===== src/design/scope_defines.svh =====
/* scope constants
   widths, buffer size, version number and threshold scaling
   shared by the package, the RTL and the testbench */

`ifndef SCOPE_DEFINES_SVH
`define SCOPE_DEFINES_SVH

`define SCOPE_VERSION 17    // answered by the info command

`define SAMPLE_W      12    // adc sample bits
`define RAM_AW        10    // 1024 entry ring buffer
`define CMD_BYTES     8     // host frame length

// ---------------------------------------------------
// level byte to 12-bit threshold
`define THRESH_MID    128   // mid code of the level byte
`define THRESH_SHIFT  4     // 8-bit level up to 12 bits
`define THRESH_ROUND  8     // half lsb after the shift

`endif

===== src/design/scope_pkg.sv =====
/* scope types
   vectors, command frame, acquisition config/status and FSM states */

`include "scope_defines.svh"

package scope_pkg;

	typedef logic signed [`SAMPLE_W-1:0] sample_t;  // two's complement adc code
	typedef logic [`RAM_AW-1:0]          ram_addr_t;
	typedef logic [15:0]                 count16_t;
	typedef logic [7:0]                  byte_t;

	typedef enum logic [7:0] {
		OP_READOUT  = 8'd0,   // stream the held event
		OP_ARM      = 8'd1,   // arm + status
		OP_INFO     = 8'd2,   // version
		OP_TRIG_SET = 8'd8    // levels, preoffset, tot
	} opcode_e;

	typedef enum logic [7:0] {
		TRIG_NONE = 8'd0,
		TRIG_FALL = 8'd1,
		TRIG_RISE = 8'd2
	} trig_type_e;

	// ---------------------------------------------------
	// opcode lands in the top byte
	typedef struct packed {
		byte_t opcode;
		byte_t arg1;
		byte_t arg2;
		byte_t arg3;
		byte_t arg4;
		byte_t arg5;
		byte_t arg6;
		byte_t arg7;
	} cmd_frame_t;

	typedef struct packed {
		trig_type_e trig_type;
		sample_t    lower;          // threshold low
		sample_t    upper;          // threshold high
		byte_t      tot;            // samples past 2nd level before trigger
		count16_t   length_to_take; // post-trigger samples
	} acq_cfg_t;

	typedef struct packed {
		count16_t  event_count;
		count16_t  post_count;     // all ones while an event is held
		ram_addr_t trig_addr;
	} acq_status_t;

	typedef enum logic [2:0] {
		ACQ_IDLE, ACQ_FALL_ARM, ACQ_FALL_TOT, ACQ_RISE_ARM, ACQ_RISE_TOT, ACQ_POST, ACQ_DONE
	} acq_state_e;

	typedef enum logic [2:0] {
		EX_RX, EX_PROCESS, EX_TX_CONST, EX_RD_LO, EX_RD_HI, EX_TX_DATA
	} exec_state_e;

endpackage


===== src/design/cmd_rx.sv =====
/* command receiver
   collects host bytes into one 8-byte frame, opcode first,
   and strobes the frame once it is complete */

`include "scope_defines.svh"

module cmd_rx (
	input  logic                  clk,
	input  logic                  rstn,
	input  logic                  i_rx_valid,
	input  scope_pkg::byte_t      i_rx_data,
	output logic                  o_rx_ready,
	input  logic                  i_listen,
	output scope_pkg::cmd_frame_t o_frame,
	output logic                  o_frame_valid
);

	localparam int CNT_W   = $clog2(`CMD_BYTES);
	localparam int FRAME_W = 8 * `CMD_BYTES;

	logic [CNT_W-1:0] byte_cnt;   // bytes in so far
	logic             rx_take;    // handshake this cycle
	logic             last_byte;

	assign o_rx_ready = i_listen && !o_frame_valid;  // hold off while frame is out
	assign rx_take    = i_rx_valid && o_rx_ready;
	assign last_byte  = (byte_cnt == CNT_W'(`CMD_BYTES - 1));

	always_ff @(posedge clk or negedge rstn) begin
		if (!rstn) begin
			byte_cnt      <= '0;
			o_frame_valid <= 1'b0;
		end else begin
			o_frame_valid <= rx_take && last_byte;  // one cycle after byte 8
			if (rx_take) begin
				byte_cnt <= last_byte ? '0 : byte_cnt + 1'b1;
			end
		end
	end

	// first byte shifts up to the opcode slot
	always_ff @(posedge clk) begin
		if (rx_take) begin
			o_frame <= scope_pkg::cmd_frame_t'({o_frame[FRAME_W-9:0], i_rx_data});
		end
	end

	a_frame_when_listening: assert property (@(posedge clk) disable iff (!rstn)
		o_frame_valid |-> i_listen);

endmodule


===== config.mk =====
export PLATFORM = sky130hd
export DESIGN_NAME = cmd_rx
export DESIGN_NICKNAME = d
export VERILOG_FILES = /design/src/design/scope_pkg.sv /design/src/design/cmd_rx.sv
export VERILOG_INCLUDE_DIRS = /design/src /design/src/design
export SDC_FILE = /design/constraint.sdc
export NUM_CORES = 1
export LEC_CHECK = 0
export BUFFER_PORTS_ARGS = -buffer_cell sky130_fd_sc_hd__buf_4
export CAP_MARGIN = 20
export CORE_ASPECT_RATIO = 0.5
export CORE_UTILIZATION = 30
export DETAILED_ROUTE_END_ITERATION = 7
export PLACE_DENSITY = 0.57
export SETUP_SLACK_MARGIN = 0.1
export SLEW_MARGIN = 20
export SYNTH_ARGS = -nofsm -noshare
export SYNTH_HDL_FRONTEND = slang
export SYNTH_SLANG_ARGS = --single-unit

===== constraint.sdc =====
create_clock -name clk -period 2.9 [get_ports clk]
set_clock_uncertainty 0.2 [all_clocks]
set_input_delay 0.145 -clock clk [delete_from_list [all_inputs] [get_ports clk]]
set_output_delay 0.145 -clock clk [all_outputs]
set_load 0.01 [all_outputs]

==> metrics.md <==
| Metric | Value |
|---|---|
| Status | complete, no violations |
| Power density over the cells | 719 nW/µm² |
| Drt first pass iters | 2 |
| Fill cells | 596 |
| Detail Route Antenna Nets | 0 |
| Max H-tree Level | 3 |
| Vias in the first global route | 995 |
| Max-Cap Viols | 0 |
| Global-route wire length before repair | 4750 µm |
| Initial core utilization | 0.315 |
| Via Count | 1,084 |
| Final Cycle Share | 0.659 |
| P&R area growth vs syn | 50.2% |
| Yosys reg bits | 68 |
| Routed len/inst | 13.0 µm |
| Hold Path End | byte_cnt[1]$_DFFE_PN0P_ |
| Die W | 121 µm |
| Maximum vdd drop | 0.299 mV |
| Port buffer count | 77 |
| Setup TNS | 0 ns |
| Clk buf depth | 2 |
| Clock Latency Late Sink | 0.31 ns |
| Post-DP HPWL | 2410 µm |
| CP endpoint kind | register |
| Mapped cell area | 2130 µm² |
| Worst hold path depth | 3 |
| Reg-to-reg startpoint | o_frame_valid$_DFF_PN0_ |
| Syn_area_per_cell | 27.4 µm² |
| Slew Viols, Final | 0 |
| I/O pin count | 78 |
| Hold Slack | 0.0521 ns |
| Layout cells sized above 1 | 0.530 |
| Setup Buffers After CTS | 0 |
| Fin crit period | 1.91 ns |
| Routability Congestion | 0.636 |
| Pre-CTS setup slack | 0.984 ns |
| Startpoint Class | input pin |
| Slew @ Worst Pin | 0.627 ns |
| Reg2reg end | o_frame[6]$_DFFE_PP_ |
| PnR worst setup slack | 0.990 ns |
| TritonCTS clock tree | yes |
| Max-slew headroom | 0.581 |
| CTS sink count | 68 |
| CTS buffer count | 9 |
| Most common cell after layout, fill and taps aside | buf_4 |
| Most frequent cells in the layout | buf_4, edfxtp_1, dlygate4sd3_1 |
| Height of the chip | 61.6 µm |
| Initial DRC Count | 65 |
| Cells after synthesis | 78 |
| FMAX | 0.524 GHz |
| Critical path class | input pin to register |
| Rows | 21 |
| Synthesized Nets | 92 |
| Post-synthesis cell type count | 9 |
| Crit path max fanout | 34 |
| Req. time, crit path | 2.70 ns |
| Core footprint | 6780 µm² |
| R2R cell count | 3 |
| YS warnings | 0 |
| Lkg Pwr | 1.28 nW |
| Setup Viol. Count Final | 0 |
| Vias/cell | 3.97 |
| Hold wc startpoint | i_listen |
| Initial antenna violation count | 0 |
| Die area | 7480 µm² |
| Final nets | 192 |
| Sequential share of the synthesized area | 0.947 |
| Worst hold path class | input pin to register |
| Residual DRC | 0 |
| R2r setup slk | 1.00 ns |
| Register clock-pin slew on the reported worst setup and hold paths | 0.05 ns |
| RSZ-0062 raised after global routing | false |
| Remaining global-route overflow | 0 |
| Final Hold Viols | 0 |
| Ant diodes | 0 |
| Register area | 2020 µm² |
| CP arrival | 1.71 ns |
| Largest net degree at the start of global routing | 35 |
| Multi-input logic area | 109 µm² |
| Clock Root Buffer | clkbuf_16 |
| All-Layer GR Usage | 0.0926 |
| Post-Route WL | 3560 µm |
-- synthesized netlist by cell type --
library cell / n / share of area
ha_1: 2 / 0.012
and2b_1: 1 / 0.0035
nor2_1: 1 / 0.0018
edfxtp_1: 64 / 0.90
nand3b_4: 1 / 0.0094
dfrtp_1: 4 / 0.047
mux2_4: 3 / 0.021
inv_1: 1 / 0.0018
and3_2: 1 / 0.0035
-- area by class of cell --
type,instances,share of cell area
multi-input combinational,9,0.0340
clock buffer,10,0.0714
timing repair buffer,89,0.221
clock inverter,4,0.00585
sequential,68,0.631
inverter,1,0.00117
tap,92,0.0359
-- per-stage QoR --
stage          utilization  instance area [µm²]  instances  total power [W]
2_1_floorplan            -                 2130         78          0.00131
3_3_place_gp         0.420                 2850        248          0.00141
3_5_place_dp         0.420                 2850        248          0.00142
4_1_cts              0.473                 3210        273          0.00234
5_1_grt              0.473                 3210        273          0.00241
6_report             0.473                 3210        273          0.00231
-- power by group --
part           total, W  leakage (nW)  internal, W  switching, W
clock          0.000894         0.125     0.000559      0.000335
combinational  0.000219         0.501     0.000126     0.0000930
sequential      0.00119         0.649      0.00116     0.0000358
total           0.00231          1.28      0.00184      0.000463
-- routing by layer --
metal	track usage	share of wire	vias up	wire length, µm
met5	0	0	-	0
met3	0.0574	0.058	2	206
li1	-	-	511	-
met2	0.162	0.56	33	2010
met4	0.0476	0.0098	0	35
met1	0.0881	0.37	538	1310
-- worst max-delay path by stage --
stage	startpoint	to	slack [ns]	cells after the start
2_1_floorplan	o_frame_valid$_DFF_PN0_	o_frame[0]$_DFFE_PP_	0.41	2
3_3_place_gp	o_frame_valid$_DFF_PN0_	o_frame[6]$_DFFE_PP_	1.02	3
3_5_place_dp	o_frame_valid$_DFF_PN0_	o_frame[6]$_DFFE_PP_	0.98	3
4_1_cts	o_frame_valid$_DFF_PN0_	o_frame[15]$_DFFE_PP_	0.98	3
5_1_grt	o_frame_valid$_DFF_PN0_	o_frame[12]$_DFFE_PP_	0.89	3
6_report	i_rx_valid	o_frame[6]$_DFFE_PP_	0.99	5
-- registers in the layout, summed over array words and instances, names as in the netlist --
register,count
byte_cnt,3
o_frame,64
o_frame_valid,1
-- critical path, stage by stage --
cell and delay (ns):
dlygate4sd3_1 0.53, buf_4 0.12, nand3b_4 0.11, inv_2 0.48, buf_12 0.29
-- cell families (layout without fill, tap and decap cells) --
logic type    Yosys count  after routing  synth area share
simple gates            4              4            0.0182
buf+inv                 1            104           0.00176
mux                     3              3            0.0211
fa+ha+maj               2              2            0.0117
flops                  68             68             0.947
-- what timing repair did --
| item | in CTS | in global routing |
|---|---|---|
| hold buffers | 11 | 0 |
| resized for setup | 0 | 0 |
| hold endpoints to repair | 13 | 0 |
Note: power is estimated with default switching activity, not from simulation.
