File: src/design/scope_defines.svh
/* scope constants
   widths, buffer size, version number and threshold scaling
   shared by the package, the RTL and the testbench */

`ifndef SCOPE_DEFINES_SVH
`define SCOPE_DEFINES_SVH

`define SCOPE_VERSION 17    // answered by the info command

`define SAMPLE_W      12    // adc sample bits
`define RAM_AW        10    // 1024 entry ring buffer
`define CMD_BYTES     8     // host frame length

// ---------------------------------------------------
// level byte to 12-bit threshold
`define THRESH_MID    128   // mid code of the level byte
`define THRESH_SHIFT  4     // 8-bit level up to 12 bits
`define THRESH_ROUND  8     // half lsb after the shift

`endif
File: src/design/scope_pkg.sv
/* scope types
   vectors, command frame, acquisition config/status and FSM states */

`include "scope_defines.svh"

package scope_pkg;

	typedef logic signed [`SAMPLE_W-1:0] sample_t;  // two's complement adc code
	typedef logic [`RAM_AW-1:0]          ram_addr_t;
	typedef logic [15:0]                 count16_t;
	typedef logic [7:0]                  byte_t;

	typedef enum logic [7:0] {
		OP_READOUT  = 8'd0,   // stream the held event
		OP_ARM      = 8'd1,   // arm + status
		OP_INFO     = 8'd2,   // version
		OP_TRIG_SET = 8'd8    // levels, preoffset, tot
	} opcode_e;

	typedef enum logic [7:0] {
		TRIG_NONE = 8'd0,
		TRIG_FALL = 8'd1,
		TRIG_RISE = 8'd2
	} trig_type_e;

	// ---------------------------------------------------
	// opcode lands in the top byte
	typedef struct packed {
		byte_t opcode;
		byte_t arg1;
		byte_t arg2;
		byte_t arg3;
		byte_t arg4;
		byte_t arg5;
		byte_t arg6;
		byte_t arg7;
	} cmd_frame_t;

	typedef struct packed {
		trig_type_e trig_type;
		sample_t    lower;          // threshold low
		sample_t    upper;          // threshold high
		byte_t      tot;            // samples past 2nd level before trigger
		count16_t   length_to_take; // post-trigger samples
	} acq_cfg_t;

	typedef struct packed {
		count16_t  event_count;
		count16_t  post_count;     // all ones while an event is held
		ram_addr_t trig_addr;
	} acq_status_t;

	typedef enum logic [2:0] {
		ACQ_IDLE, ACQ_FALL_ARM, ACQ_FALL_TOT, ACQ_RISE_ARM, ACQ_RISE_TOT, ACQ_POST, ACQ_DONE
	} acq_state_e;

	typedef enum logic [2:0] {
		EX_RX, EX_PROCESS, EX_TX_CONST, EX_RD_LO, EX_RD_HI, EX_TX_DATA
	} exec_state_e;

endpackage

File: src/design/cmd_exec.sv
/* command executor
   decodes host frames, keeps trigger settings, answers with one word
   or streams the held event as packed sample pairs */

`include "scope_defines.svh"

module cmd_exec (
	input  logic                   clk,
	input  logic                   rstn,
	input  scope_pkg::cmd_frame_t  i_frame,
	input  logic                   i_frame_valid,
	output logic                   o_listen,
	input  scope_pkg::acq_status_t i_status,
	output scope_pkg::acq_cfg_t    o_cfg,
	output logic                   o_arm,
	output logic                   o_readout_done,
	output scope_pkg::ram_addr_t   o_rd_addr,
	input  scope_pkg::sample_t     i_rd_data,
	output logic                   o_tx_valid,
	output logic [31:0]            o_tx_data,
	output logic [3:0]             o_tx_keep,
	output logic                   o_tx_last,
	input  logic                   i_tx_ready
);

	scope_pkg::exec_state_e state;
	scope_pkg::opcode_e     opcode;
	scope_pkg::ram_addr_t   preoffset;   // samples shown before the trigger
	scope_pkg::sample_t     lo_q;        // even sample of the pair
	scope_pkg::sample_t     thr_lo;
	scope_pkg::sample_t     thr_hi;
	logic [31:0]            rd_len;      // requested byte count
	logic [31:0]            len_q;       // bytes still to go
	logic [31:0]            resp_word;
	logic                   resp_en;
	logic                   last_word;
	logic [3:0]             last_keep;

	assign o_listen = (state == scope_pkg::EX_RX);
	assign opcode   = scope_pkg::opcode_e'(i_frame.opcode);
	assign rd_len   = {i_frame.arg7, i_frame.arg6, i_frame.arg5, i_frame.arg4};  // little endian

	// ---------------------------------------------------
	// level byte +/- hysteresis to 12-bit thresholds
	assign thr_lo = ((`SAMPLE_W'(i_frame.arg1) - `SAMPLE_W'(i_frame.arg2)
		- `SAMPLE_W'(`THRESH_MID)) << `THRESH_SHIFT) + `SAMPLE_W'(`THRESH_ROUND);
	assign thr_hi = ((`SAMPLE_W'(i_frame.arg1) + `SAMPLE_W'(i_frame.arg2)
		- `SAMPLE_W'(`THRESH_MID)) << `THRESH_SHIFT) + `SAMPLE_W'(`THRESH_ROUND);

	// tail word keep
	assign last_word = (len_q <= 32'd4);
	always_comb begin
		case (len_q[2:0])
			3'd1:    last_keep = 4'b0001;
			3'd2:    last_keep = 4'b0011;
			3'd3:    last_keep = 4'b0111;
			default: last_keep = 4'b1111;
		endcase
	end

	// single word answers, readout and unknown ops have none
	always_comb begin
		resp_word = '0;
		resp_en   = 1'b1;
		case (opcode)
			scope_pkg::OP_ARM:      resp_word = {i_status.event_count, i_status.post_count};
			scope_pkg::OP_INFO: begin
				resp_word = 32'(`SCOPE_VERSION);
				resp_en   = (i_frame.arg1 == 8'd0);  // other info pages dropped
			end
			scope_pkg::OP_TRIG_SET: resp_word = 32'(scope_pkg::OP_TRIG_SET);
			default:                resp_en   = 1'b0;
		endcase
	end

	// pair low half
	always_ff @(posedge clk) begin
		if (state == scope_pkg::EX_RD_LO) lo_q <= i_rd_data;
	end

	// ---------------------------------------------------
	// main FSM
	always_ff @(posedge clk or negedge rstn) begin
		if (!rstn) begin
			state          <= scope_pkg::EX_RX;
			o_cfg          <= '0;
			preoffset      <= '0;
			o_arm          <= 1'b0;
			o_readout_done <= 1'b0;
			o_rd_addr      <= '0;
			len_q          <= '0;
			o_tx_valid     <= 1'b0;
			o_tx_data      <= '0;
			o_tx_keep      <= '0;
			o_tx_last      <= 1'b0;
		end else begin
			o_arm          <= 1'b0;  // pulses
			o_readout_done <= 1'b0;
			case (state)
				scope_pkg::EX_RX: begin
					if (i_frame_valid) begin
						o_rd_addr <= i_status.trig_addr - preoffset;  // mod 1024
						state     <= scope_pkg::EX_PROCESS;
					end
				end

				scope_pkg::EX_PROCESS: begin
					if (opcode == scope_pkg::OP_READOUT) begin
						len_q     <= rd_len;
						o_rd_addr <= o_rd_addr + 1'b1;  // start fetched this cycle
						state     <= (rd_len == 32'd0) ? scope_pkg::EX_RX : scope_pkg::EX_RD_LO;
					end else if (resp_en) begin
						o_tx_data  <= resp_word;
						o_tx_keep  <= 4'b1111;
						o_tx_last  <= 1'b1;
						o_tx_valid <= 1'b1;
						state      <= scope_pkg::EX_TX_CONST;
					end else begin
						state <= scope_pkg::EX_RX;
					end
					if (opcode == scope_pkg::OP_ARM) begin
						o_cfg.trig_type      <= scope_pkg::trig_type_e'(i_frame.arg1);
						o_cfg.length_to_take <= {i_frame.arg5, i_frame.arg4};
						o_arm                <= 1'b1;
					end
					if (opcode == scope_pkg::OP_TRIG_SET) begin
						o_cfg.lower <= thr_lo;
						o_cfg.upper <= thr_hi;
						o_cfg.tot   <= i_frame.arg5;
						preoffset   <= {i_frame.arg3[1:0], i_frame.arg4};
					end
				end

				scope_pkg::EX_TX_CONST: begin
					if (i_tx_ready) begin
						o_tx_valid <= 1'b0;
						o_tx_last  <= 1'b0;
						state      <= scope_pkg::EX_RX;
					end
				end

				scope_pkg::EX_RD_LO: begin
					o_rd_addr <= o_rd_addr + 1'b1;  // odd sample next
					state     <= scope_pkg::EX_RD_HI;
				end

				scope_pkg::EX_RD_HI: begin
					o_tx_data  <= {4'b0000, i_rd_data, 4'b0000, lo_q};
					o_tx_keep  <= last_word ? last_keep : 4'b1111;
					o_tx_last  <= last_word;
					o_tx_valid <= 1'b1;
					state      <= scope_pkg::EX_TX_DATA;
				end

				scope_pkg::EX_TX_DATA: begin
					if (i_tx_ready) begin
						o_tx_valid <= 1'b0;
						o_tx_last  <= 1'b0;
						if (o_tx_last) begin
							o_readout_done <= 1'b1;  // release the event
							state          <= scope_pkg::EX_RX;
						end else begin
							len_q     <= len_q - 32'd4;
							o_rd_addr <= o_rd_addr + 1'b1;
							state     <= scope_pkg::EX_RD_LO;
						end
					end
				end

				default: state <= scope_pkg::EX_RX;
			endcase
		end
	end

	a_tx_hold: assert property (@(posedge clk) disable iff (!rstn)
		(o_tx_valid && !i_tx_ready) |=> (o_tx_valid && $stable(o_tx_data)
			&& $stable(o_tx_keep) && $stable(o_tx_last)));

endmodule

File: config.mk
export PLATFORM = sky130hd
export DESIGN_NAME = cmd_exec
export DESIGN_NICKNAME = d
export VERILOG_FILES = /design/src/design/scope_pkg.sv /design/src/design/cmd_exec.sv
export VERILOG_INCLUDE_DIRS = /design/src /design/src/design
export SDC_FILE = /design/constraint.sdc
export NUM_CORES = 1
export LEC_CHECK = 0
export ABC_AREA = 1
export BUFFER_PORTS_ARGS = -buffer_cell sky130_fd_sc_hd__buf_2
export CAP_MARGIN = 20
export CORE_UTILIZATION = 40
export CTS_CLUSTER_DIAMETER = 80
export CTS_CLUSTER_SIZE = 30
export DETAILED_ROUTE_END_ITERATION = 7
export PLACE_DENSITY_LB_ADDON = 0.1
export SYNTH_ARGS = -nofsm -noshare
export SYNTH_HDL_FRONTEND = slang
export SYNTH_SLANG_ARGS = --single-unit
File: constraint.sdc
create_clock -name clk -period 2.1 [get_ports clk]
set_clock_uncertainty 0.2 [all_clocks]
set_input_delay 0.105 -clock clk [delete_from_list [all_inputs] [get_ports clk]]
set_output_delay 0.105 -clock clk [all_outputs]
set_load 0.05 [all_outputs]
==> qor.yml <==
portBuffers: 216
dr.pass1.iters: 8
syn_area_um2: 9089
start_kind: "input port"
coreArea_um2: 22030
synth_area_per_cell_um2: 7.689
final_cells: 1807
violations: "DRC, hold timing"
h-tree-depth: 4
post-place-ws_ns: -0.004778
maxCapViolations: 0
async_reset_ff_share_pct: 92.26
timing.rr.end: "o_tx_keep[0]"
grt_pass1_wl_um: 42640
die-width_um: 152.7
fmax_mhz: 497.8
tightestPinTransition_ns: 0.5041
drt_first_iter_violations: 374
syn_to_final_growth_pct: 35.21
yosysWarnings: 0
gp_congestion: 0.8718
ys_top_cells_by_area: "dfrtp_1 39%, nand2_1 13%, inv_1 5.3%"
end_kind: "flop"
wl_um: 26090
hold_path.class: "input port to async pin"
worstPathRequired_ns: 2.23
layout-drive-gt1-share_pct: 21.94
finalCritPeriodShare_pct: 95.66
grt_max_degree: 70
yosysMostFrequentCell: "nand2_1"
ys_seq_elements: 155
placed_cells: 1670
synth_cell_types: 44
r2r_start: "state[2]"
place_area_um2: 10580
arrival_ns: 2.14
synth_top_area_share_pct: 39.37
hpwl_um: 18950
rsz0062_at_grt: "no"
synth_common_cells: "319 x nand2_1, 143 x dfrtp_1, 128 x inv_1"
synth-edff-count: 12
root_buffer: "clkbuf_16"
final_nets: 1677
finalHoldWorstSlack_ns: -0.006272
die_h_um: 152.7
yosys.area.top_type: "dfrtp_1"
diodes: 0
grt_pass1_vias: 8441
track_usage_pct: 22.92
finalSetupViolations: 0
synth_ff_type: "dfrtp_1"
tritoncts: "built"
regArea_um2: 3939
critical_path.max_fanout: 5
r2r_cells: 8
criticalPathCategory: "input port to flop"
clk_pin_slew_worst_paths_ns: 0.07
fin_area_um2: 12290
syn-instance-count: 1182
cts_num_sinks: 155
cts_buffers: 17
p_per_area_nw_per_um2: 1137
fin_ws_ns: 0.09117
hold_viol: 9
multi_input_area_um2: 4399
status: "complete, but fails checks"
drc_errors: 10
max-vdd-ir-drop_mv: 0.5682
clk_path_buf_depth: 2
leakage_nw: 6.250
die-area_um2: 23330
fill_cells: 2094
clk_latency_ns: 0.44
setup_tns_ns: 0
reg2reg_slack_ns: 0.14
yosysSeqAreaShare_pct: 43.34
vias: 8692
final_antenna_net_count: 0
max_slew_margin_pct: 66.39
vias_per_cell: 4.810
io_pins: 229
start_util_pct: 41.26
final.min_clock_period_ns: 2.009
wire_per_inst_um: 14.44
grt_overflow: 0
antenna_found_initial: 0
row_count: 54
drv_slew: 0
cells by family after synthesis:
group | Yosys count | share of synthesized area, %
simple gates | 571 | 27.02
compound gates | 214 | 13.06
buf+inv | 183 | 9.003
flops | 155 | 43.34
fa+ha+maj | 41 | 5.892
xor+xnor | 17 | 1.638
other cells | 1 | 0.04126
power breakdown:
| part | total (W) | internal (W) | switching [W] | leakage [nW] |
|---|---|---|---|---|
| combinational | 0.00650 | 0.00205 | 0.00446 | 3.96 |
| clock | 0.00316 | 0.00162 | 0.00154 | 0.294 |
| sequential | 0.00431 | 0.00371 | 0.000605 | 1.99 |
worst max-delay path, cell delays in order:
cell	delay, ns
dlygate4sd3_1	0.53
buf_2	0.15
ha_1	0.32
inv_1	0.05
ha_2	0.32
a21oi_2	0.16
o211ai_1	0.11
or2_2	0.28
nand3_1	0.07
nand2_1	0.05
per-stage QoR:
step                util [%]  total power (W)
global placement       48.05          0.01063
global route           55.79          0.01502
floorplan                  -         0.009013
finish                 55.79          0.01397
detailed placement     48.05          0.01070
CTS                    55.52          0.01405
worst max-delay path by stage:
stage                 start  cells after the start  slack, ns           end
6_report        i_frame[52]                     10       0.09     o_cfg[35]
3_3_place_gp    i_frame[41]                     11     -0.006     o_cfg[35]
3_5_place_dp    i_frame[41]                     11     -0.005     o_cfg[35]
2_1_floorplan  o_rd_addr[0]                     10       0.12  o_rd_addr[6]
5_1_grt            len_q[9]                      8      0.008     len_q[27]
4_1_cts         i_frame[52]                     10       0.01     o_cfg[35]
final cells by class:
| class | count | share of cell area [%] |
|---|---|---|
| multi-input combinational | 849 | 35.80 |
| sequential | 155 | 32.05 |
| timing repair buffer | 352 | 20.07 |
| inverter | 139 | 4.246 |
| clock buffer | 17 | 3.462 |
| tap | 280 | 2.851 |
| clock inverter | 15 | 1.527 |
cells in the final DEF (no fill, tap or decap), types with 6 or more instances in the layout:
cell type / Yosys / final
o21ai_1: 64 / 66
nand3_1: 77 / 77
nand2_2: 5 / 6
buf_4: 11 / 25
nand2_1: 319 / 318
edfxtp_1: 12 / 12
o21ai_0: 73 / 71
nor2_2: 6 / 7
o211ai_1: 7 / 7
inv_2: 10 / 10
ha_1: 38 / 32
a21oi_1: 32 / 31
nor3_1: 7 / 7
dfrtp_1: 143 / 143
inv_1: 128 / 128
xor2_1: 7 / 7
conb_1: 1 / 6
xnor2_1: 10 / 10
a22oi_1: 21 / 21
buf_2: 15 / 215
nand4_1: 16 / 16
nor2_1: 117 / 116
buf_12: 0 / 8
clkbuf_16: 0 / 17
dlygate4sd3_1: 0 / 103
timing repair:
action / CTS / global route
hold buffers: 103 / 0
endpoints found under the hold margin: 273 / 0
gates resized for setup: 0 / 12
buffers inserted: 0 / 2
endpoints found under the setup margin: 0 / 13
registers in the layout (all words and copies together), names as in the netlist:
| register | flops |
|---|---|
| o_readout_done | 1 |
| o_tx_data | 32 |
| o_cfg | 48 |
| preoffset | 10 |
| o_rd_addr | 10 |
| o_arm | 1 |
| lo_q | 12 |
| len_q | 32 |
| state | 3 |
| o_tx_valid | 1 |
| o_tx_keep | 4 |
| o_tx_last | 1 |
routing by layer:
layer / vias to the layer above / GRT usage [%] / routed length (um)
met3: 22 / 5.319 / 1517
met2: 221 / 36.92 / 11940
met1: 3960 / 30.79 / 12310
met5: - / 0 / 0
li1: 4489 / - / -
met4: 0 / 6.397 / 317
No activity file was read; power rests on OpenSTA's default activity.
