===== src/design/scope_defines.svh =====
/* scope constants
   widths, buffer size, version number and threshold scaling
   shared by the package, the RTL and the testbench */

`ifndef SCOPE_DEFINES_SVH
`define SCOPE_DEFINES_SVH

`define SCOPE_VERSION 17    // answered by the info command

`define SAMPLE_W      12    // adc sample bits
`define RAM_AW        10    // 1024 entry ring buffer
`define CMD_BYTES     8     // host frame length

// ---------------------------------------------------
// level byte to 12-bit threshold
`define THRESH_MID    128   // mid code of the level byte
`define THRESH_SHIFT  4     // 8-bit level up to 12 bits
`define THRESH_ROUND  8     // half lsb after the shift

`endif

===== src/design/scope_pkg.sv =====
/* scope types
   vectors, command frame, acquisition config/status and FSM states */

`include "scope_defines.svh"

package scope_pkg;

	typedef logic signed [`SAMPLE_W-1:0] sample_t;  // two's complement adc code
	typedef logic [`RAM_AW-1:0]          ram_addr_t;
	typedef logic [15:0]                 count16_t;
	typedef logic [7:0]                  byte_t;

	typedef enum logic [7:0] {
		OP_READOUT  = 8'd0,   // stream the held event
		OP_ARM      = 8'd1,   // arm + status
		OP_INFO     = 8'd2,   // version
		OP_TRIG_SET = 8'd8    // levels, preoffset, tot
	} opcode_e;

	typedef enum logic [7:0] {
		TRIG_NONE = 8'd0,
		TRIG_FALL = 8'd1,
		TRIG_RISE = 8'd2
	} trig_type_e;

	// ---------------------------------------------------
	// opcode lands in the top byte
	typedef struct packed {
		byte_t opcode;
		byte_t arg1;
		byte_t arg2;
		byte_t arg3;
		byte_t arg4;
		byte_t arg5;
		byte_t arg6;
		byte_t arg7;
	} cmd_frame_t;

	typedef struct packed {
		trig_type_e trig_type;
		sample_t    lower;          // threshold low
		sample_t    upper;          // threshold high
		byte_t      tot;            // samples past 2nd level before trigger
		count16_t   length_to_take; // post-trigger samples
	} acq_cfg_t;

	typedef struct packed {
		count16_t  event_count;
		count16_t  post_count;     // all ones while an event is held
		ram_addr_t trig_addr;
	} acq_status_t;

	typedef enum logic [2:0] {
		ACQ_IDLE, ACQ_FALL_ARM, ACQ_FALL_TOT, ACQ_RISE_ARM, ACQ_RISE_TOT, ACQ_POST, ACQ_DONE
	} acq_state_e;

	typedef enum logic [2:0] {
		EX_RX, EX_PROCESS, EX_TX_CONST, EX_RD_LO, EX_RD_HI, EX_TX_DATA
	} exec_state_e;

endpackage


===== src/design/acq_trigger.sv =====
/* acquisition and trigger
   writes every valid sample into the ring buffer, finds the trigger,
   takes the post-trigger samples and holds the event until readout */

module acq_trigger (
	input  logic                   clk,
	input  logic                   rstn,
	input  scope_pkg::sample_t     i_sample,
	input  logic                   i_sample_valid,
	input  scope_pkg::acq_cfg_t    i_cfg,
	input  logic                   i_arm,
	input  logic                   i_readout_done,
	output scope_pkg::acq_status_t o_status,
	output logic                   o_wr_en,
	output scope_pkg::ram_addr_t   o_wr_addr,
	output scope_pkg::sample_t     o_wr_data
);

	scope_pkg::acq_state_e state;
	scope_pkg::ram_addr_t  wr_ptr;      // next write slot
	scope_pkg::byte_t      tot_cnt;     // samples past the second level
	logic                  none_armed;  // immediate trigger pending
	logic                  below;
	logic                  above;
	logic                  tot_hit;
	logic                  post_end;

	assign below   = (i_sample < i_cfg.lower);   // signed compare
	assign above   = (i_sample > i_cfg.upper);
	assign tot_hit = (state == scope_pkg::ACQ_FALL_TOT) ? above : below;

	// length 0 ends at once, otherwise on the last post sample
	assign post_end = (o_status.post_count >= i_cfg.length_to_take) ||
		(i_sample_valid && (o_status.post_count + 16'd1 >= i_cfg.length_to_take));

	// ---------------------------------------------------
	// buffer write side
	assign o_wr_en   = i_sample_valid && (state != scope_pkg::ACQ_DONE);  // freeze held event
	assign o_wr_addr = wr_ptr;
	assign o_wr_data = i_sample;

	always_ff @(posedge clk or negedge rstn) begin
		if (!rstn) begin
			wr_ptr <= '0;
		end else if (o_wr_en) begin
			wr_ptr <= wr_ptr + 1'b1;  // wraps at 1024
		end
	end

	// ---------------------------------------------------
	// trigger FSM
	always_ff @(posedge clk or negedge rstn) begin
		if (!rstn) begin
			state      <= scope_pkg::ACQ_IDLE;
			tot_cnt    <= '0;
			none_armed <= 1'b0;
			o_status   <= '0;
		end else begin
			case (state)
				scope_pkg::ACQ_IDLE: begin
					o_status.post_count <= '0;
					tot_cnt             <= '0;
					if (none_armed) begin
						if (i_sample_valid) begin  // this sample is the trigger
							none_armed         <= 1'b0;
							o_status.trig_addr <= wr_ptr;
							state              <= scope_pkg::ACQ_POST;
						end
					end else if (i_arm) begin
						case (i_cfg.trig_type)
							scope_pkg::TRIG_FALL: state <= scope_pkg::ACQ_FALL_ARM;
							scope_pkg::TRIG_RISE: state <= scope_pkg::ACQ_RISE_ARM;
							default:              none_armed <= 1'b1;  // next sample
						endcase
					end
				end

				scope_pkg::ACQ_FALL_ARM: begin
					if (i_sample_valid && below) state <= scope_pkg::ACQ_FALL_TOT;
				end

				scope_pkg::ACQ_RISE_ARM: begin
					if (i_sample_valid && above) state <= scope_pkg::ACQ_RISE_TOT;
				end

				scope_pkg::ACQ_FALL_TOT, scope_pkg::ACQ_RISE_TOT: begin
					if (i_sample_valid && tot_hit) begin
						tot_cnt <= tot_cnt + 8'd1;
						if (tot_cnt >= i_cfg.tot) begin  // count already there
							o_status.trig_addr <= wr_ptr;
							state              <= scope_pkg::ACQ_POST;
						end
					end
				end

				scope_pkg::ACQ_POST: begin
					if (post_end) begin
						o_status.event_count <= o_status.event_count + 16'd1;
						o_status.post_count  <= '1;  // event ready marker
						state                <= scope_pkg::ACQ_DONE;
					end else if (i_sample_valid) begin
						o_status.post_count <= o_status.post_count + 16'd1;
					end
				end

				scope_pkg::ACQ_DONE: begin
					if (i_readout_done) state <= scope_pkg::ACQ_IDLE;
				end

				default: state <= scope_pkg::ACQ_IDLE;
			endcase
		end
	end

	// held event keeps its buffer slots untouched
	a_no_write_done: assert property (@(posedge clk) disable iff (!rstn)
		(state == scope_pkg::ACQ_DONE) |=> $stable(wr_ptr));

endmodule


===== config.mk =====
export PLATFORM = sky130hd
export DESIGN_NAME = acq_trigger
export DESIGN_NICKNAME = d
export VERILOG_FILES = /design/src/design/scope_pkg.sv /design/src/design/acq_trigger.sv
export VERILOG_INCLUDE_DIRS = /design/src /design/src/design
export SDC_FILE = /design/constraint.sdc
export NUM_CORES = 1
export LEC_CHECK = 0
export BUFFER_PORTS_ARGS = -buffer_cell sky130_fd_sc_hd__buf_2
export CAP_MARGIN = 20
export CORE_MARGIN = 1
export CORE_UTILIZATION = 49
export DETAILED_ROUTE_END_ITERATION = 10
export GPL_ROUTABILITY_DRIVEN = 0
export MAX_ROUTING_LAYER = met4
export PLACE_DENSITY = 0.77
export SLEW_MARGIN = 20
export SYNTH_ARGS = -nofsm -noshare
export SYNTH_HDL_FRONTEND = slang
export SYNTH_SLANG_ARGS = --single-unit

===== constraint.sdc =====
create_clock -name clk -period 4.6 [get_ports clk]
set_input_delay 0.69 -clock clk [delete_from_list [all_inputs] [get_ports clk]]
set_output_delay 0.69 -clock clk [all_outputs]
set_load 0.02 [all_outputs]

==> summary.md, run 1 <==
| Metric | Value |
|---|---|
| Worst relative slew slack | 38.8% |
| Worst Setup Start Kind | register |
| Die Width | 103 um |
| Fin util | 60.3% |
| WHS Path Cells | 1 |
| Sequential fraction of the synthesis area | 31.8% |
| Hold path startpoint | o_status[41] |
| Reg-to-reg slack, setup | 380 ps |
| Total global-route track usage | 24.3% |
| Hold buffers post-CTS | 0 |
| Peak supply drop | 241 uV |
| RR Startpoint | o_status[10] |
| Max-cap viol count | 0 |
| Critical Path Fanout Max | 8 |
| Yosys reg bits | 64 |
| Final setup fails | 0 |
| Placed inst area | 5750 sq um |
| Avg Inst Size Synth | 9.23 sq um |
| Pwr dens | 297 nW/um^2 |
| Highest Clock Rate | 237 MHz |
| Final ANT Viol Nets | 0 |
| Reg power frac | 43.0% |
| Clock sinks | 64 |
| Max H-tree Level | 3 |
| Reg2reg path depth | 15 |
| Clk_lat worst skew | 330 ps |
| Post-synth EDFFs | 0 |
| Net Switching | 0.622 mW |
| Worst Max-Slew Pin Slew | 912 ps |
| Non-Filler Instances | 810 |
| Area growth, synth to finish | 18.3% |
| RSZ-0062 raised after global routing | false |
| Period utilization | 91.8% |
| Synth Flop Type | dfrtp_1 |
| Die Y | 103 um |
| Design area | 5950 sq um |
| Cell area after synthesis | 5030 sq um |
| Final hold vios | 0 |
| Most frequent cells in the layout | buf_2 (137), inv_1 (73), ha_1 (67) |
| Syn nets | 685 |
| DR vias | 4577 |
| Final min period | 4220 ps |
| DR DRC count | 0 |
| Clock power share | 27.1% |
| Cell count after synthesis | 545 |
| Synth Warn # | 0 |
| Fraction of layout cells with a size suffix above 1 | 25.3% |
| Hold endpoint | o_status[41] |
| Ys async rst share | 100% |
| First-pass GRT wire length | 19.8 mm |
| Overall routed net length | 12.1 mm |
| Worst Path Arrival | 4410 ps |
| Distinct cell type count of the synthesized netlist | 62 |
| Buffer depth of the longest clock path | 2 |
| Pin count of the biggest net entering global routing | 65 |
| Port bufs | 137 |
| Initial Utilization | 51.0% |
| Core area | 9860 sq um |
| Clock root buffer | clkbuf_8 |
| Vias per cell | 5.65 |
| Commonest non-fill, non-tap cell in the layout | buf_2 |
| Post-CTS Setup Repair Bufs | 0 |
| Final HPWL DP | 9.67 mm |
| Final #Nets | 813 |
| Length of the first detailed-routing pass in iterations | 5 |
| Final WS setup | 376 ps |
| Outcome | finished, final reports clean |
| Reg2reg end | o_status[12] |
| Hold Crit Class | register to register |
| CTS tree | yes |
| Num CTS Buffers | 9 |
| GRT Residual Overflow | 0 |
| Rows | 36 |
| Worst Setup End Kind | register |
| Leak | 3.19 nW |
| Initial antenna violation count | 0 |
| Sw frac | 35.1% |
| FILL cells | 862 |
| Crit path from | o_status[10] |
| Setup Total Neg Slack | 0 ps |
| Iteration-0 DRC Markers | 218 |
| Clk slew on worst S/H paths | 70 ps |
| WL/cell | 14.9 um |
| Vias in the first global route | 4491 |
| Num ports | 138 |
| Comb pwr share | 29.9% |
| Placed Cells | 795 |
| Slew Viols, Final | 0 |
| Pre-CTS setup slack | 348 ps |
| Setup CP Type | register to register |
| Internal cell power | 1.15 mW |
| Final Skew | 9.25 ps |
| WP data required | 4780 ps |
| Die Area | 10700 sq um |
## stage by stage
| stage | total power [mW] | hold WS (ps) |
|---|---|---|
| final | 1.77 | 471 |
| after CTS | 1.79 | 479 |
| after global placement | 1.28 | 453 |
| after global routing | 1.89 | 503 |
| after detailed placement | 1.30 | 467 |
| after floorplan | 1.11 | 394 |
## synth_stat cells, types with 4 or more instances
cell / n / area [sq um]
a211oi_1: 6 / 45.0
a21o_1: 10 / 75.1
a21oi_1: 31 / 155
a221oi_1: 7 / 61.3
a2bb2oi_1: 4 / 35.0
a31oi_1: 8 / 50.1
and2_1: 4 / 25.0
and3_1: 9 / 56.3
and4_1: 8 / 70.1
buf_4: 13 / 97.6
clkbuf_1: 7 / 26.3
dfrtp_1: 64 / 1600
ha_1: 67 / 838
inv_1: 73 / 274
mux2_1: 11 / 124
nand2_1: 31 / 116
nand3_1: 20 / 100
nand4_1: 17 / 106
nor2_1: 11 / 41.3
nor3_1: 11 / 55.1
o211ai_1: 8 / 60.1
o21a_1: 5 / 37.5
o21ai_0: 15 / 75.1
o221a_2: 4 / 45.0
o22a_1: 4 / 35.0
o31ai_1: 5 / 37.5
xnor2_1: 26 / 228
xor2_1: 13 / 114
## registers in the layout (all words and copies together), names as in the netlist
name and flops:
state 3, o_status 42, o_wr_addr 10, tot_cnt 8
none_armed 1
## layer usage
| layer | track usage [%] | vias to the layer above | part of all wire, % | wire length (um) |
|---|---|---|---|---|
| li1 | - | 2229 | - | - |
| met1 | 27.5 | 2198 | 42 | 5140 |
| met2 | 43.6 | 137 | 52 | 6290 |
| met3 | 4.30 | 13 | 4.5 | 550 |
| met4 | 7.37 | 0 | 1.1 | 132 |
| met5 | - | - | 0 | 0 |
## critical path, cell delays in order (launching register included)
cell,delay [ps]
dfrtp_1,460
ha_1,250
and2_1,160
nand2_1,150
nor3_1,240
and3_1,320
and2_1,230
xor2_1,160
ha_1,250
nand2_1,80
o21ai_0,130
or4_1,500
o221ai_2,310
nand2_1,110
nor2_1,520
a221oi_1,200
## how the worst max path moves through the flow
stage	slack (ps)	end
after floorplan	490	o_status[13]
after global placement	530	o_status[35]
after detailed placement	350	o_status[41]
after CTS	300	o_status[41]
after global routing	20	o_status[17]
final	380	o_status[12]
## timing repair
item                                    CTS  global route
hold endpoints to repair                  0             0
resized for setup                         0             2
endpoints found under the setup margin    0             6
## cell families after synthesis
logic type / synth area share, %
AND/OR/NAND/NOR: 14.6
adder cells (fa/ha/maj): 16.7
AO/OA/AOI/OAI: 18.1
XOR/XNOR: 6.79
buffers and inverters: 9.08
multiplexers: 2.88
flip-flops: 31.8
## area by class of cell
type                            instances  area [sq um]  share of cell area, %
Multi-Input combinational cell        381          2980                   50.0
Sequential cell                        64          1600                   26.9
Timing Repair Buffer                  142           723                   12.2
Inverter                               75           287                   4.81
Tap cell                              133           166                   2.80
Clock buffer                           11           151                   2.54
Clock inverter                          3          42.5                  0.715
Antenna cell                            1          2.50                 0.0420
## power groups by stage
| stage | registers (mW) | logic [mW] | clock network (mW) |
|---|---|---|---|
| floorplan | 0.819 | 0.286 | 0 |
| global placement | 0.761 | 0.515 | 0 |
| detailed placement | 0.770 | 0.533 | 0 |
| CTS | 0.760 | 0.535 | 0.497 |
| global route | 0.778 | 0.598 | 0.518 |
| finish | 0.760 | 0.529 | 0.480 |
No activity file was read; power rests on OpenSTA's default activity.
==> run 2: changes to the inputs <==
PLACE_DENSITY = 0.75   (was 0.77)
clock period = 4.25 ns   (was 4.6 ns; I/O delays follow)
==> summary.md, run 2 (same netlist as run 1, synthesis figures left out) <==
| Metric | Value |
|---|---|
| Outcome | finished, final reports clean |
| Setup CP Type | register to register |
| Worst Path Arrival | 4320 ps (-90 ps) |
| FILL cells | 867 (+0.58%) |
| Worst relative slew slack | 39.1% (+0.26 points) |
| Flip-flop count of the largest register after layout | 42 (unchanged) |
| Design area | 6000 sq um (+0.86%) |
| Length of the first detailed-routing pass in iterations | 4 (-1) |
| Slew Viols, Final | 0 (unchanged) |
| Final setup fails | 0 (unchanged) |
| Final Skew | 13.6 ps (+4.37 ps) |
| Most frequent cells in the layout | buf_2 (137), inv_1 (73), ha_1 (66) |
| Final #Nets | 814 (+0.12%) |
| Buffer depth of the longest clock path | 2 (unchanged) |
| Peak supply drop | 407 uV (+69%) |
| Critical Path Fanout Max | 8 (unchanged) |
| Area growth, synth to finish | 19.3% |
| Die Area | 10700 sq um (unchanged) |
| DR vias | 4515 (-1.4%) |
| Pin count of the biggest net entering global routing | 40 (-38%) |
| Antenna cell count | 0 (-1) |
| Iteration-0 DRC Markers | 179 (-18%) |
| Final hold vios | 0 (unchanged) |
| Initial Utilization | 51.0% (unchanged) |
| Placed inst area | 5760 sq um (+0.13%) |
| Core area | 9860 sq um (unchanged) |
| DR DRC count | 0 (unchanged) |
| Highest Clock Rate | 245 MHz (+3.6%) |
| Post-CTS Setup Repair Bufs | 0 (unchanged) |
| WL/cell | 14.7 um (-1.4%) |
| Clock sinks | 64 (unchanged) |
| RR Startpoint | o_status[10] |
| Worst Setup Start Kind | register |
| Rows | 36 (unchanged) |
| Crit path from | o_status[10] |
| Period utilization | 96.0% (+4.2 points) |
| Clk slew on worst S/H paths | 80 ps (about the same) |
| Fraction of layout cells with a size suffix above 1 | 27.1% (+1.8 points) |
| Die Width | 103 um (unchanged) |
| Worst Setup End Kind | register |
| WP data required | 4490 ps (-290 ps) |
| Pwr dens | 326 nW/um^2 (+9.7%) |
| GRT Residual Overflow | 0 (unchanged) |
| Num ports | 138 (unchanged) |
| Biggest register | o_status |
| Final min period | 4080 ps (-145 ps) |
| Final ANT Viol Nets | 0 (unchanged) |
| Leak | 3.20 nW (+0.28%) |
| Clk_lat worst skew | 350 ps (+20 ps) |
| Die Y | 103 um (unchanged) |
| Initial antenna violation count | 0 (unchanged) |
| Port bufs | 137 (unchanged) |
| Clock root buffer | clkbuf_8 |
| First-pass GRT wire length | 19.4 mm (-2.1%) |
| Fin Hold WS | 293 ps (-178 ps) |
| Total global-route track usage | 23.7% (-0.53 points) |
| Overall routed net length | 12.0 mm (-1.2%) |
| Max-cap viol count | 0 (unchanged) |
| Final HPWL DP | 9.58 mm (-1.0%) |
| Max H-tree Level | 3 (unchanged) |
| Hold Crit Class | input pin to async pin |
| Power Total | 1.96 mW (+11%) |
| Commonest non-fill, non-tap cell in the layout | buf_2 |
| Num CTS Buffers | 9 (unchanged) |
| Reg2reg path depth | 16 (+1) |
| CTS tree | yes |
| Worst Max-Slew Pin Slew | 908 ps (-3.81 ps) |
| Vias in the first global route | 4444 (-1.0%) |
| Vias per cell | 5.56 (-1.6%) |
[run 2: cell count changes in the layout (fill, tap and decap cells not counted), moves of 2 or more]
| cell | previous run | this run |
|---|---|---|
| and3_1 | 9 | 7 |
| and3_2 | 0 | 2 |
| dfrtp_2 | 0 | 4 |
| nor3_1 | 11 | 9 |
| nor3_2 | 0 | 2 |
| dfrtp_1 | 64 | 60 |
[run 2: repair_timing]
item                                    CTS  global route
pin swaps                                 0             1
endpoints found under the setup margin   11            29
gates resized for setup                   2            12
hold buffers                              0             0
[run 2: worst max-delay path, stage by stage (launching register included)]
cell and delay [ps]:
dfrtp_2 430, ha_2 220, and2_1 160, nand2_1 160, nor3_2 210, and3_2 300
and2_1 210, xor2_1 170, ha_1 250, nand2_1 90, o21ai_0 170, or4_1 560
o221ai_4 290, and2_4 230, buf_4 170, a21oi_1 80, o221a_2 290
[run 2: worst paths after layout]
check	endpoint	slack, ps
setup reg to reg	o_status[22]	170
hold / removal	o_status[6]	290
max in group asynchronous	o_status[12]	3010
setup / recovery	o_status[22]	170
hold reg to reg	o_status[41]	480
min in group clk	o_status[41]	480
[run 2: per-layer routing]
| layer | vias to the layer above | wire, um | track usage [%] | share of wire [%] |
|---|---|---|---|---|
| met2 | 133 | 5960 | 41.5 | 50 |
| li1 | 2230 | - | - | - |
| met1 | 2137 | 5320 | 28.2 | 44 |
| met3 | 15 | 524 | 2.49 | 4.4 |
| met4 | 0 | 160 | 8.88 | 1.3 |
| met5 | - | 0 | - | 0 |
[run 2: power breakdown]
group	internal [mW]	leakage, nW	total [mW]	switching (mW)
Clock	0.289	0.0989	0.543	0.254
Sequential	0.701	0.845	0.829	0.128
Combinational	0.253	2.26	0.587	0.335
[run 2: cell type report]
type | instances | area (sq um) | area share, %
sequential | 64 | 1610 | 26.8
tap | 133 | 166 | 2.77
clock buffer | 10 | 138 | 2.29
multi-input combinational | 381 | 3010 | 50.1
clock inverter | 6 | 67.6 | 1.13
inverter | 75 | 287 | 4.77
timing repair buffer | 143 | 731 | 12.2
[run 2: metrics by stage]
stage               setup slack (ps)  util, %  cells  TNS [ps]
finish                           171     60.9    812         0
global route                   -10.2     60.9    812     -10.2
CTS                             47.7     60.5    812         0
detailed placement             -55.4     58.4    796      -154
global placement                 134     58.4    796         0
floorplan                        142        -    545         0
==> run 3: changes to the inputs <==
clock period = 4.5 ns   (was 4.25 ns; I/O delays follow)
==> summary.md, run 3 (same netlist as run 1, synthesis figures left out) <==
| Metric | Value |
|---|---|
| Buffers and inverters on the worst path | 0 (-1) |
| Crit path cell chain | ha_1 -> and2_1 -> nand2_1 -> nor3_1 -> and3_1 -> and2_1 -> xor2_1 -> ha_1 -> nand2_1 -> o21ai_0 -> or4_1 -> o221ai_2 -> and2_2 -> nand2_1 -> o221a_2 |
| Flip-flop count of the largest register after layout | 42 (unchanged) |
| DR DRC count | 0 (unchanged) |
| WL/cell | 14.6 um (-1.0%) |
| DR vias | 4536 (+0.47%) |
| Final min period | 4180 ps (+98.3 ps) |
| Total global-route track usage | 23.3% (-0.38 points) |
| Worst Max-Slew Pin Slew | 906 ps (-2.25 ps) |
| Outcome | finished, final reports clean |
| Vias per cell | 5.61 (+0.84%) |
| Num ports | 138 (unchanged) |
| Top delay family on crit path | simple AND/OR/NAND/NOR gates |
| Internal cell power | 1.23 mW (-0.66%) |
| Rows | 36 (unchanged) |
| Hold buffers post-CTS | 0 (unchanged) |
| Hold Crit Class | input pin to async pin |
| Commonest non-fill, non-tap cell in the layout | buf_2 |
| Core area | 9860 sq um (unchanged) |
| Initial Utilization | 51.0% (unchanged) |
| Highest Clock Rate | 239 MHz (-2.4%) |
| Die Area | 10700 sq um (unchanged) |
| Placed inst area | 5740 sq um (-0.26%) |
| Critical Path Fanout Max | 13 (+5) |
| Design area | 5970 sq um (-0.54%) |
| Length of the first detailed-routing pass in iterations | 4 (unchanged) |
| Iteration-0 DRC Markers | 206 (+15%) |
| Fraction of layout cells with a size suffix above 1 | 25.3% (-1.8 points) |
| Clock sinks | 64 (unchanged) |
| Final hold vios | 0 (unchanged) |
| RSZ-0062 raised after global routing | false |
| Period utilization | 92.8% (-3.1 points) |
| Setup Total Neg Slack | 0 ps (unchanged) |
| Max-cap viol count | 0 (unchanged) |
| Reg2reg path depth | 15 (-1) |
| Power Total | 1.87 mW (-4.4%) |
| Port bufs | 137 (unchanged) |
| Buffer depth of the longest clock path | 2 (unchanged) |
| Worst relative slew slack | 39.2% (+0.15 points) |
| Final HPWL DP | 9.51 mm (-0.66%) |
| Comb pwr share | 29.1% (-0.9 points) |
| Critical path's most frequent cell | nand2_1 |
| RR Startpoint | o_status[10] |
| Non-Filler Instances | 809 (-0.37%) |
| Die Y | 103 um (unchanged) |
| Final Skew | 9.09 ps (-4.52 ps) |
| Slowest cell on the critical path | or4_1 |
| Max incr delay on CP | 510 ps (-50 ps) |
| Worst Setup End Kind | register |
| GRT Residual Overflow | 0 (unchanged) |
| Setup CP Type | register to register |
| Slew Viols, Final | 0 (unchanged) |
| Biggest register | o_status |
| Final ANT Viol Nets | 0 (unchanged) |
| Antenna cell count | 0 (unchanged) |
| Clock root buffer | clkbuf_8 |
| Peak supply drop | 306 uV (-25%) |
| Reg power frac | 41.5% (-0.8 points) |
| Leak | 3.20 nW (about the same) |
| Overall routed net length | 11.8 mm (-1.4%) |
| Reg-to-reg slack, setup | 320 ps (+150 ps) |
| Die Width | 103 um (unchanged) |
| Max H-tree Level | 3 (unchanged) |
| Worst Setup Start Kind | register |
| Num CTS Buffers | 9 (unchanged) |
| Most frequent cells in the layout | buf_2 (137), inv_1 (73), ha_1 (67) |
| Final setup fails | 0 (unchanged) |
| Reg2reg end | o_status[21] |
| First-pass GRT wire length | 18.9 mm (-2.2%) |
| Worst Path Arrival | 4410 ps (+90 ps) |
| Net Switching | 0.639 mW (-11%) |
| WP data required | 4730 ps (+240 ps) |
| Pin count of the biggest net entering global routing | 38 (-5.0%) |
| Area growth, synth to finish | 18.7% |
| Clk_lat worst skew | 340 ps (about the same) |
| Vias in the first global route | 4224 (-5.0%) |
| Clock power share | 29.4% (+1.7 points) |
| Sw frac | 34.1% (-2.5 points) |
| CTS tree | yes |
| Pwr dens | 314 nW/um^2 (-3.8%) |
| Placed Cells | 794 (-0.25%) |
| Final #Nets | 812 (-0.25%) |
| Initial antenna violation count | 0 (unchanged) |
| Clk slew on worst S/H paths | 70 ps (about the same) |
-- run 3: cell count changes in the layout (fill, tap and decap cells not counted), sizes merged --
cell | previous run | this run
buf | 143 | 141
clkbuf | 10 | 12
clkinvlp | 2 | 0
bufinv | 1 | 2
clkinv | 3 | 2
inv | 75 | 74
-- run 3: worst max-delay path by stage --
stage / startpoint / endpoint / slack [ps] / cells after the start
after floorplan: o_status[10] / o_status[13] / 390 / 17
after global placement: o_status[10] / o_status[21] / 380 / 15
after detailed placement: o_status[10] / o_status[33] / 160 / 15
after CTS: o_status[10] / o_status[33] / 140 / 15
after global routing: o_status[10] / o_status[21] / 90 / 15
final: o_status[10] / o_status[21] / 320 / 15
-- run 3: cell type report --
class | instances | area, sq um
fillers | 868 | 3890
multi-input cells | 381 | 2980
flip-flops and latches | 64 | 1600
repair buffers | 141 | 716
inverters | 75 | 287
well taps | 133 | 166
clock buffers | 12 | 155
clock inverters | 3 | 65.1
-- run 3: power by group through the flow --
stage	Clock (mW)	Sequential, mW	Combinational (mW)
after CTS	0.560	0.775	0.552
after floorplan	0	0.837	0.293
after detailed placement	0	0.785	0.551
after global routing	0.586	0.793	0.616
after global placement	0	0.780	0.526
final	0.551	0.777	0.545
-- run 3: routing by layer --
| metal | vias up | track usage, % | wire [um] |
|---|---|---|---|
| li1 | 2224 | - | - |
| met1 | 2135 | 28.1 | 5190 |
| met2 | 158 | 39.8 | 5800 |
| met3 | 19 | 4.37 | 656 |
| met4 | 0 | 7.04 | 150 |
| met5 | - | - | 0 |
-- run 3: metrics by stage --
step	util [%]	setup slack (ps)	hold slack, ps
floorplan	-	392	379
global placement	58.2	377	455
detailed placement	58.2	161	472
CTS	60.5	144	350
global route	60.5	85.7	369
finish	60.5	322	333
-- run 3: repair_timing --
item                       4_1_cts  5_1_grt
setup endpoints to repair        0       11
resized for setup                0        2
setup buffers                    0        0
